**config.mk**
```make
export PLATFORM = sky130hd
export DESIGN_NAME = mul_unit
export DESIGN_NICKNAME = d
export VERILOG_FILES = /design/src/source/mul_pkg.sv /design/src/source/mul_csa.sv /design/src/source/rv32v_multiplier.sv /design/src/source/mul_decode.sv /design/src/source/mul_result.sv /design/src/source/mul_unit.sv
export VERILOG_INCLUDE_DIRS = /design/src /design/src/source
export SDC_FILE = /design/constraint.sdc
export NUM_CORES = 2
export LEC_CHECK = 0
export BUFFER_PORTS_ARGS = -buffer_cell sky130_fd_sc_hd__clkbuf_2
export CORE_MARGIN = 2
export CORE_UTILIZATION = 40
export DETAILED_ROUTE_END_ITERATION = 7
export SLEW_MARGIN = 20
export SYNTH_ARGS = -nofsm -noshare
export SYNTH_HDL_FRONTEND = slang
export SYNTH_HIERARCHICAL = 1
export SYNTH_SLANG_ARGS = --single-unit
```
**constraint.sdc**
```tcl
create_clock -name CLK -period 13.4 [get_ports CLK]
set_input_delay 2.01 -clock CLK [delete_from_list [all_inputs] [get_ports CLK]]
set_output_delay 2.01 -clock CLK [all_outputs]
set_load 0.02 [all_outputs]
```
**src/source/mul_config.svh**
```systemverilog
// Widths are fixed for RV32; changing MUL_XLEN alone does not resize the multiplier core
`ifndef MUL_CONFIG_SVH
`define MUL_CONFIG_SVH

// Operand width of the integer datapath
`define MUL_XLEN 32

// Destination register tag carried with each request
`define MUL_TAG_W 5

// Cycles from core start to finished
`define MUL_CORE_LAT 3

`endif

```
**src/source/mul_pkg.sv**
```systemverilog
// Types for the RV32 multiply unit; funct3 codes 4 to 7 are divide ops and are not handled here
`default_nettype none

`include "mul_config.svh"

package mul_pkg;

	// M-extension funct3 for the multiply group
	typedef enum logic [2:0] {
		MUL    = 3'd0,
		MULH   = 3'd1,
		MULHSU = 3'd2,
		MULHU  = 3'd3
	} mul_op_e;

	// Incoming request, rs1 is the multiplicand
	typedef struct packed {
		mul_op_e               op;
		logic [`MUL_XLEN-1:0]  rs1;
		logic [`MUL_XLEN-1:0]  rs2;
		logic [`MUL_TAG_W-1:0] rd;
	} mul_req_t;

	// Control that rides alongside the core pipeline
	typedef struct packed {
		logic                  high;
		logic [`MUL_TAG_W-1:0] rd;
	} mul_ctrl_t;

	// Tagged writeback
	typedef struct packed {
		logic [`MUL_TAG_W-1:0] rd;
		logic [`MUL_XLEN-1:0]  data;
	} mul_resp_t;

endpackage

`default_nettype wire

```
**src/source/mul_csa.sv**
```systemverilog
// Plain 3:2 compressor; the carry output is pre-shifted and its top bit is dropped
`timescale 1ns/1ps
`default_nettype none

`include "mul_config.svh"

module mul_csa #(
	parameter int WIDTH = 2 * `MUL_XLEN
) (
	input  logic [WIDTH-1:0] x,
	input  logic [WIDTH-1:0] y,
	input  logic [WIDTH-1:0] z,
	output logic [WIDTH-1:0] sum,
	output logic [WIDTH-1:0] cout
);

	assign sum = x ^ y ^ z;

	// Majority moved up one weight
	assign cout = ((x & y) | (y & z) | (x & z)) << 1;

endmodule

`default_nettype wire

```
**src/source/rv32v_multiplier.sv**
```systemverilog
// Fixed 32x32 core, three cycles from start to finished, accepts a new operand pair every cycle
`timescale 1ns/1ps
`default_nettype none

`include "mul_config.svh"

module rv32v_multiplier (
	input  logic                    CLK,
	input  logic                    nRST,
	input  logic [`MUL_XLEN-1:0]    multiplicand,
	input  logic [`MUL_XLEN-1:0]    multiplier,
	input  logic [1:0]              is_signed,
	input  logic                    start,
	output logic                    finished,
	output logic [2*`MUL_XLEN-1:0]  product
);

	// Captured operands
	logic [31:0] mcand_q;
	logic [31:0] mplier_q;
	logic [1:0]  is_signed_q;

	// Stage 1 combinational
	logic [31:0] mcand_mag;
	logic [31:0] mplier_mag;
	logic        negate_s1;
	logic [32:0] booth_in;
	logic [63:0] pos1, pos2, neg1, neg2;
	logic [63:0] pp_s1 [16];

	// Stage 1 registers
	logic [63:0] pp_q [16];
	logic [31:0] mcand_mag_q1;
	logic        fix_q1;
	logic        negate_q1;

	// Tree nets
	logic [63:0] csa_s [14];
	logic [63:0] csa_c [14];

	// Stage 2 registers
	logic [63:0] tree_q [8];
	logic [31:0] mcand_mag_q2;
	logic        fix_q2;
	logic        negate_q2;

	// Final add
	logic [63:0] sum_cp;
	logic [63:0] sum_fixed;

	logic [2:0]  start_sr;

	always_ff @(posedge CLK, negedge nRST) begin
		if (!nRST) begin
			mcand_q     <= '0;
			mplier_q    <= '0;
			is_signed_q <= '0;
		end else if (start) begin
			mcand_q     <= multiplicand;
			mplier_q    <= multiplier;
			is_signed_q <= is_signed;
		end
	end

	// Work on magnitudes, sign is restored at the end
	assign mcand_mag  = (is_signed_q[1] && mcand_q[31]) ? (~mcand_q + 32'd1) : mcand_q;
	assign mplier_mag = (is_signed_q[0] && mplier_q[31]) ? (~mplier_q + 32'd1) : mplier_q;
	assign negate_s1  = (is_signed_q[1] & mcand_q[31]) ^ (is_signed_q[0] & mplier_q[31]);

	assign booth_in = {mplier_mag, 1'b0};
	assign pos1     = {32'd0, mcand_mag};
	assign pos2     = pos1 << 1;
	assign neg1     = ~pos1 + 64'd1;
	assign neg2     = ~pos2 + 64'd1;

	// Radix-4 recoding, one digit per bit pair
	always_comb begin
		for (int i = 0; i < 16; i++) begin
			case (booth_in[2*i +: 3])
				3'b001, 3'b010: pp_s1[i] = pos1 << (2 * i);
				3'b011:         pp_s1[i] = pos2 << (2 * i);
				3'b100:         pp_s1[i] = neg2 << (2 * i);
				3'b101, 3'b110: pp_s1[i] = neg1 << (2 * i);
				default:        pp_s1[i] = '0;
			endcase
		end
	end

	always_ff @(posedge CLK, negedge nRST) begin
		if (!nRST) begin
			for (int i = 0; i < 16; i++) begin
				pp_q[i] <= '0;
			end
			mcand_mag_q1 <= '0;
			fix_q1       <= 1'b0;
			negate_q1    <= 1'b0;
		end else begin
			for (int i = 0; i < 16; i++) begin
				pp_q[i] <= pp_s1[i];
			end
			mcand_mag_q1 <= mcand_mag;
			// Booth read the magnitude as signed, so a set top bit needs +M<<32
			fix_q1       <= mplier_mag[31];
			negate_q1    <= negate_s1;
		end
	end

	// Layer 1, pp15 waits for later
	mul_csa #(64) u_csa0 (.x(pp_q[0]),  .y(pp_q[1]),  .z(pp_q[2]),  .sum(csa_s[0]), .cout(csa_c[0]));
	mul_csa #(64) u_csa1 (.x(pp_q[3]),  .y(pp_q[4]),  .z(pp_q[5]),  .sum(csa_s[1]), .cout(csa_c[1]));
	mul_csa #(64) u_csa2 (.x(pp_q[6]),  .y(pp_q[7]),  .z(pp_q[8]),  .sum(csa_s[2]), .cout(csa_c[2]));
	mul_csa #(64) u_csa3 (.x(pp_q[9]),  .y(pp_q[10]), .z(pp_q[11]), .sum(csa_s[3]), .cout(csa_c[3]));
	mul_csa #(64) u_csa4 (.x(pp_q[12]), .y(pp_q[13]), .z(pp_q[14]), .sum(csa_s[4]), .cout(csa_c[4]));

	// Layer 2
	mul_csa #(64) u_csa5 (.x(csa_c[0]), .y(csa_s[0]), .z(csa_c[1]), .sum(csa_s[5]), .cout(csa_c[5]));
	mul_csa #(64) u_csa6 (.x(csa_s[1]), .y(csa_c[2]), .z(csa_s[2]), .sum(csa_s[6]), .cout(csa_c[6]));
	mul_csa #(64) u_csa7 (.x(csa_c[3]), .y(csa_s[3]), .z(csa_c[4]), .sum(csa_s[7]), .cout(csa_c[7]));

	always_ff @(posedge CLK, negedge nRST) begin
		if (!nRST) begin
			for (int i = 0; i < 8; i++) begin
				tree_q[i] <= '0;
			end
			mcand_mag_q2 <= '0;
			fix_q2       <= 1'b0;
			negate_q2    <= 1'b0;
		end else begin
			tree_q[0]    <= csa_c[5];
			tree_q[1]    <= csa_s[5];
			tree_q[2]    <= csa_c[6];
			tree_q[3]    <= csa_s[6];
			tree_q[4]    <= csa_c[7];
			tree_q[5]    <= csa_s[7];
			tree_q[6]    <= pp_q[15];
			tree_q[7]    <= csa_s[4];
			mcand_mag_q2 <= mcand_mag_q1;
			fix_q2       <= fix_q1;
			negate_q2    <= negate_q1;
		end
	end

	// Layers 3 to 6 down to one sum and one carry
	mul_csa #(64) u_csa8 (.x(tree_q[0]), .y(tree_q[1]), .z(tree_q[2]), .sum(csa_s[8]), .cout(csa_c[8]));
	mul_csa #(64) u_csa9 (.x(tree_q[3]), .y(tree_q[4]), .z(tree_q[5]), .sum(csa_s[9]), .cout(csa_c[9]));
	mul_csa #(64) u_csa10 (
		.x(csa_c[8]), .y(csa_s[8]), .z(csa_c[9]), .sum(csa_s[10]), .cout(csa_c[10])
	);
	mul_csa #(64) u_csa11 (
		.x(csa_s[9]), .y(tree_q[6]), .z(tree_q[7]), .sum(csa_s[11]), .cout(csa_c[11])
	);
	mul_csa #(64) u_csa12 (
		.x(csa_c[10]), .y(csa_s[10]), .z(csa_c[11]), .sum(csa_s[12]), .cout(csa_c[12])
	);
	mul_csa #(64) u_csa13 (
		.x(csa_c[12]), .y(csa_s[12]), .z(csa_s[11]), .sum(csa_s[13]), .cout(csa_c[13])
	);

	assign sum_cp    = csa_c[13] + csa_s[13];
	assign sum_fixed = fix_q2 ? (sum_cp + {mcand_mag_q2, 32'd0}) : sum_cp;
	assign product   = negate_q2 ? (~sum_fixed + 64'd1) : sum_fixed;

	// finished tracks start through the three register stages
	always_ff @(posedge CLK, negedge nRST) begin
		if (!nRST) begin
			start_sr <= '0;
		end else begin
			start_sr <= {start_sr[1:0], start};
		end
	end

	assign finished = start_sr[2];

endmodule

`default_nettype wire

```
**src/source/mul_decode.sv**
```systemverilog
// Combinational decode of one request per cycle; divide funct3 codes only raise illegal
`timescale 1ns/1ps
`default_nettype none

`include "mul_config.svh"

module mul_decode (
	input  logic                 CLK,
	input  logic                 nRST,
	input  logic                 req_valid,
	input  mul_pkg::mul_req_t    req,
	output logic                 start,
	output logic [`MUL_XLEN-1:0] multiplicand,
	output logic [`MUL_XLEN-1:0] multiplier,
	output logic [1:0]           is_signed,
	output mul_pkg::mul_ctrl_t   ctrl,
	output logic                 illegal
);

	logic illegal_d;

	// funct3 bit 2 selects the divide group
	assign start     = req_valid && !req.op[2];
	assign illegal_d = req_valid && req.op[2];

	assign multiplicand = req.rs1;
	assign multiplier   = req.rs2;

	// Bit 1 for rs1, bit 0 for rs2
	always_comb begin
		case (req.op)
			mul_pkg::MULH:   is_signed = 2'b11;
			mul_pkg::MULHSU: is_signed = 2'b10;
			default:         is_signed = 2'b00;
		endcase
	end

	assign ctrl.high = (req.op != mul_pkg::MUL);
	assign ctrl.rd   = req.rd;

	always_ff @(posedge CLK, negedge nRST) begin
		if (!nRST) begin
			illegal <= 1'b0;
		end else begin
			illegal <= illegal_d;
		end
	end

endmodule

`default_nettype wire

```
**src/source/mul_result.sv**
```systemverilog
// Control delay must equal the core latency; resp data is only meaningful while resp_valid is high
`timescale 1ns/1ps
`default_nettype none

`include "mul_config.svh"

module mul_result (
	input  logic                     CLK,
	input  logic                     nRST,
	input  logic                     start,
	input  logic                     finished,
	input  mul_pkg::mul_ctrl_t       ctrl,
	input  logic [2*`MUL_XLEN-1:0]   product,
	output logic                     resp_valid,
	output mul_pkg::mul_resp_t       resp
);

	// Entry 0 is loaded at the core's capture edge
	mul_pkg::mul_ctrl_t ctrl_q [`MUL_CORE_LAT];

	always_ff @(posedge CLK, negedge nRST) begin
		if (!nRST) begin
			for (int i = 0; i < `MUL_CORE_LAT; i++) begin
				ctrl_q[i] <= '0;
			end
		end else begin
			if (start) begin
				ctrl_q[0] <= ctrl;
			end
			for (int i = 1; i < `MUL_CORE_LAT; i++) begin
				ctrl_q[i] <= ctrl_q[i-1];
			end
		end
	end

	always_ff @(posedge CLK, negedge nRST) begin
		if (!nRST) begin
			resp_valid <= 1'b0;
		end else begin
			resp_valid <= finished;
		end
	end

	// Half select on the last entry, which lines up with finished
	always_ff @(posedge CLK) begin
		if (finished) begin
			resp.rd <= ctrl_q[`MUL_CORE_LAT-1].rd;
			if (ctrl_q[`MUL_CORE_LAT-1].high) begin
				resp.data <= product[2*`MUL_XLEN-1:`MUL_XLEN];
			end else begin
				resp.data <= product[`MUL_XLEN-1:0];
			end
		end
	end

endmodule

`default_nettype wire

```
**src/source/mul_unit.sv**
```systemverilog
// No back-pressure and no flush; responses return in order four cycles after a legal request
`timescale 1ns/1ps
`default_nettype none

`include "mul_config.svh"

module mul_unit (
	input  logic               CLK,
	input  logic               nRST,
	input  logic               req_valid,
	input  mul_pkg::mul_req_t  req,
	output logic               resp_valid,
	output mul_pkg::mul_resp_t resp,
	output logic               illegal
);

	logic                    start;
	logic                    finished;
	logic [`MUL_XLEN-1:0]    multiplicand;
	logic [`MUL_XLEN-1:0]    multiplier;
	logic [1:0]              is_signed;
	logic [2*`MUL_XLEN-1:0]  product;
	mul_pkg::mul_ctrl_t      ctrl;

	mul_decode u_decode (
		.CLK          (CLK),
		.nRST         (nRST),
		.req_valid    (req_valid),
		.req          (req),
		.start        (start),
		.multiplicand (multiplicand),
		.multiplier   (multiplier),
		.is_signed    (is_signed),
		.ctrl         (ctrl),
		.illegal      (illegal)
	);

	rv32v_multiplier u_core (
		.CLK          (CLK),
		.nRST         (nRST),
		.multiplicand (multiplicand),
		.multiplier   (multiplier),
		.is_signed    (is_signed),
		.start        (start),
		.finished     (finished),
		.product      (product)
	);

	mul_result u_result (
		.CLK        (CLK),
		.nRST       (nRST),
		.start      (start),
		.finished   (finished),
		.ctrl       (ctrl),
		.product    (product),
		.resp_valid (resp_valid),
		.resp       (resp)
	);

endmodule

`default_nettype wire

```
==> flow_summary.yaml <==
grt:
  grt_pass1_vias: 68610
  grt_pass1_wl_mm: 550.8
  track_usage_pct: 36.65
  antenna_found_initial: 69
  overflow: 0
  grt_max_degree: 184
worst_setup_path:
  cp-end-kind: "register"
  cpMostUsedCell: "fa_1"
  crit_family: "compound AO/OA/AOI/OAI gates"
  crit_type: "register to register"
  cp.arrival_ns: 10.02
  slowest_stage: "a31oi_1"
  worstPathMaxFanout: 7
  cp-start-kind: "register"
  required_ns: 13.97
  cp_slowest_stage_delay_ns: 0.63
  crit_buf_inv: 1
clock_network:
  numCtsBuffers: 166
  cts_hold_buf: 0
  cts.sinks: 1460
  clk_latency_ns: 0.85
  cts.path.max_buffers: 3
  post-cts-setup-buffer-count: 0
  clkTransAtPathRegs_ns: 0.07
  htreeDepth: 4
  cts_tree: "yes"
  post_cts_resized: 0
  root_buffer: "clkbuf_16"
synth:
  yosys_most_used_dff: "dfrtp_1"
  synth_edf_count: 37
  syn_avg_cell_area_um2: 11.43
  yosysTopAreaCellShare_pct: 41.70
  ys_warn_count: 6
  netlist_area_um2: 85400
  synth_top_area_cell: "dfrtp_1"
  ys_seq_area_share_pct: 43.00
  yosysMostFrequentCell: "dfrtp_1"
  ys_types: 102
  synthTopCellsByArea: "dfrtp_1, fa_1, nor2_1"
  synthArstFlopShare_pct: 97.47
  synthTopCellsByCount: "dfrtp_1, fa_1, nor2_1"
  syn_inst: 7469
  synth-seq-cells: 1460
routing:
  drc: 51
  vias: 68640
  dr.pass1.iters: 8
  viasPerCell: 6.478
  final_antenna_net_count: 0
  routed_wl_mm: 399.9
  wl_per_cell_um: 37.74
  drt_iter0_drc: 10010
run:
  drv_cap: 0
timing:
  slew_viol_final: 0
  tns_ns: 0
  period_needed_ns: 9.456
  finalCritPeriodShare_pct: 70.57
  timing.fmax_mhz: 105.7
  rsz0062_at_grt: "no"
  hold_violations: 0
  tightest_slew_ns: 1.243
  relSlewSlack_pct: 16.72
  skew_ns: 0.04942
  setup_viol: 0
run_status:
  violations: "DRC"
  status: "complete, but fails checks"
finish:
  multi_input_area_um2: 47410
  syn_to_final_growth_pct: 13.52
  fillers: 19230
  finalNetCount: 8666
  drive_gt1_share_pct: 12.81
  regArea_um2: 36730
placed_design:
  dpl.hpwl_mm: 281.9
  io_buffers: 113
  routabilityCongestion: 1.038
hold_path:
  min_path_type: "register to register"
die:
  start_util_pct: 40.27
  die-area_um2: 217200
  die_y_um: 466.1
  die_w_um: 466.1
  rows: 169
  pin_count: 114
  core-area_um2: 212100
[layout make-up]
| cell class | count | area share, % |
|---|---|---|
| timing repair buffer | 400 | 2.953 |
| inverter | 68 | 0.2633 |
| multi-input combinational | 5512 | 48.90 |
| sequential | 1460 | 37.88 |
| clock buffer | 215 | 4.811 |
| clock inverter | 95 | 1.489 |
| tap | 2821 | 3.641 |
| antenna | 24 | 0.06195 |
[path summary, 6_finish.rpt]
path / startpoint / endpoint / slack, ns / cells after the start
setup / recovery: u_core/tree_q[399] / u_result/resp[28] / 3.94 / 26
hold / removal: u_core/pp_q[37] / u_core/tree_q[101] / 0.33 / 0
setup reg to reg: u_core/tree_q[399] / u_result/resp[28] / 3.94 / 26
hold reg to reg: u_core/pp_q[37] / u_core/tree_q[101] / 0.33 / 0
max in group asynchronous: nRST / u_core/pp_q[850] / 9.32 / 4
min in group asynchronous: nRST / u_result/ctrl_q[0] / 1.09 / 1
[placed cells by master, fill, tap and decap left out, types with 20 or more instances in the layout]
cell type / n
a221oi_1: 372
nand2_1: 454
o32ai_1: 32
o22ai_1: 142
edfxtp_1: 37
fa_1: 884
dfrtp_1: 1419
o221ai_1: 138
clkbuf_16: 171
nand3_1: 114
clkbuf_8: 22
o211ai_1: 31
xnor2_2: 43
clkbuf_1: 22
nand4_1: 38
xor2_1: 65
conb_1: 254
nor3_1: 87
mux2_2: 69
or3_1: 40
nor2_1: 852
bufinv_16: 25
nand2b_1: 21
xnor2_1: 283
clkbuf_2: 112
a32oi_1: 20
a211oi_1: 41
a21oi_1: 397
mux2_4: 30
o21ai_0: 389
o31ai_1: 26
a31oi_1: 46
a22oi_1: 66
o21a_1: 32
buf_4: 276
diode_2: 24
inv_1: 45
clkinv_2: 26
a21o_1: 47
ha_1: 97
[state kept, by name, indices dropped and copies added, names as in the netlist, 2 cells and up]
register             flops
u_core/pp_q            784
u_core/tree_q          482
u_result/resp           37
u_core/mcand_mag_q1     32
u_core/mcand_mag_q2     32
u_core/mcand_q          32
u_core/mplier_q         32
u_result/ctrl_q         18
u_core/start_sr          3
u_core/is_signed_q       2
[cell families after synthesis]
family / Yosys count / synth area share (%)
adder cells (fa/ha/maj): 983 / 22.17
flip-flops: 1460 / 43.00
buffers and inverters: 736 / 3.723
AND/OR/NAND/NOR: 1788 / 9.116
multiplexers: 114 / 1.613
XOR/XNOR: 432 / 4.712
AO/OA/AOI/OAI: 1941 / 15.60
other: 15 / 0.06593
[per-stage QoR]
step	setup WS (ns)	hold slack, ns	util (%)	instance area [µm²]	instances
2_1_floorplan	5.340	0.3312	-	86300	7708
3_3_place_gp	3.961	0.3321	42.73	90630	10260
3_5_place_dp	3.995	0.3347	42.74	90650	10260
4_1_cts	3.907	0.3244	45.62	96750	10570
5_1_grt	3.374	0.3478	45.69	96900	10570
6_report	3.944	0.3303	45.71	96950	10600
[per-layer routing]
layer,routed length [µm],GRT usage (%),share of wire [%],vias to the layer above
met1,150100,46.56,38,34950
met5,415,0,0.10,-
met2,160700,50.32,40,5533
met4,31030,22.46,7.8,62
li1,-,-,-,26410
met3,57640,17.24,14,1679
Power is left out: the tool's default activity adds up to more than one toggle a clock period on the data nets, which glitch-free logic cannot reach.
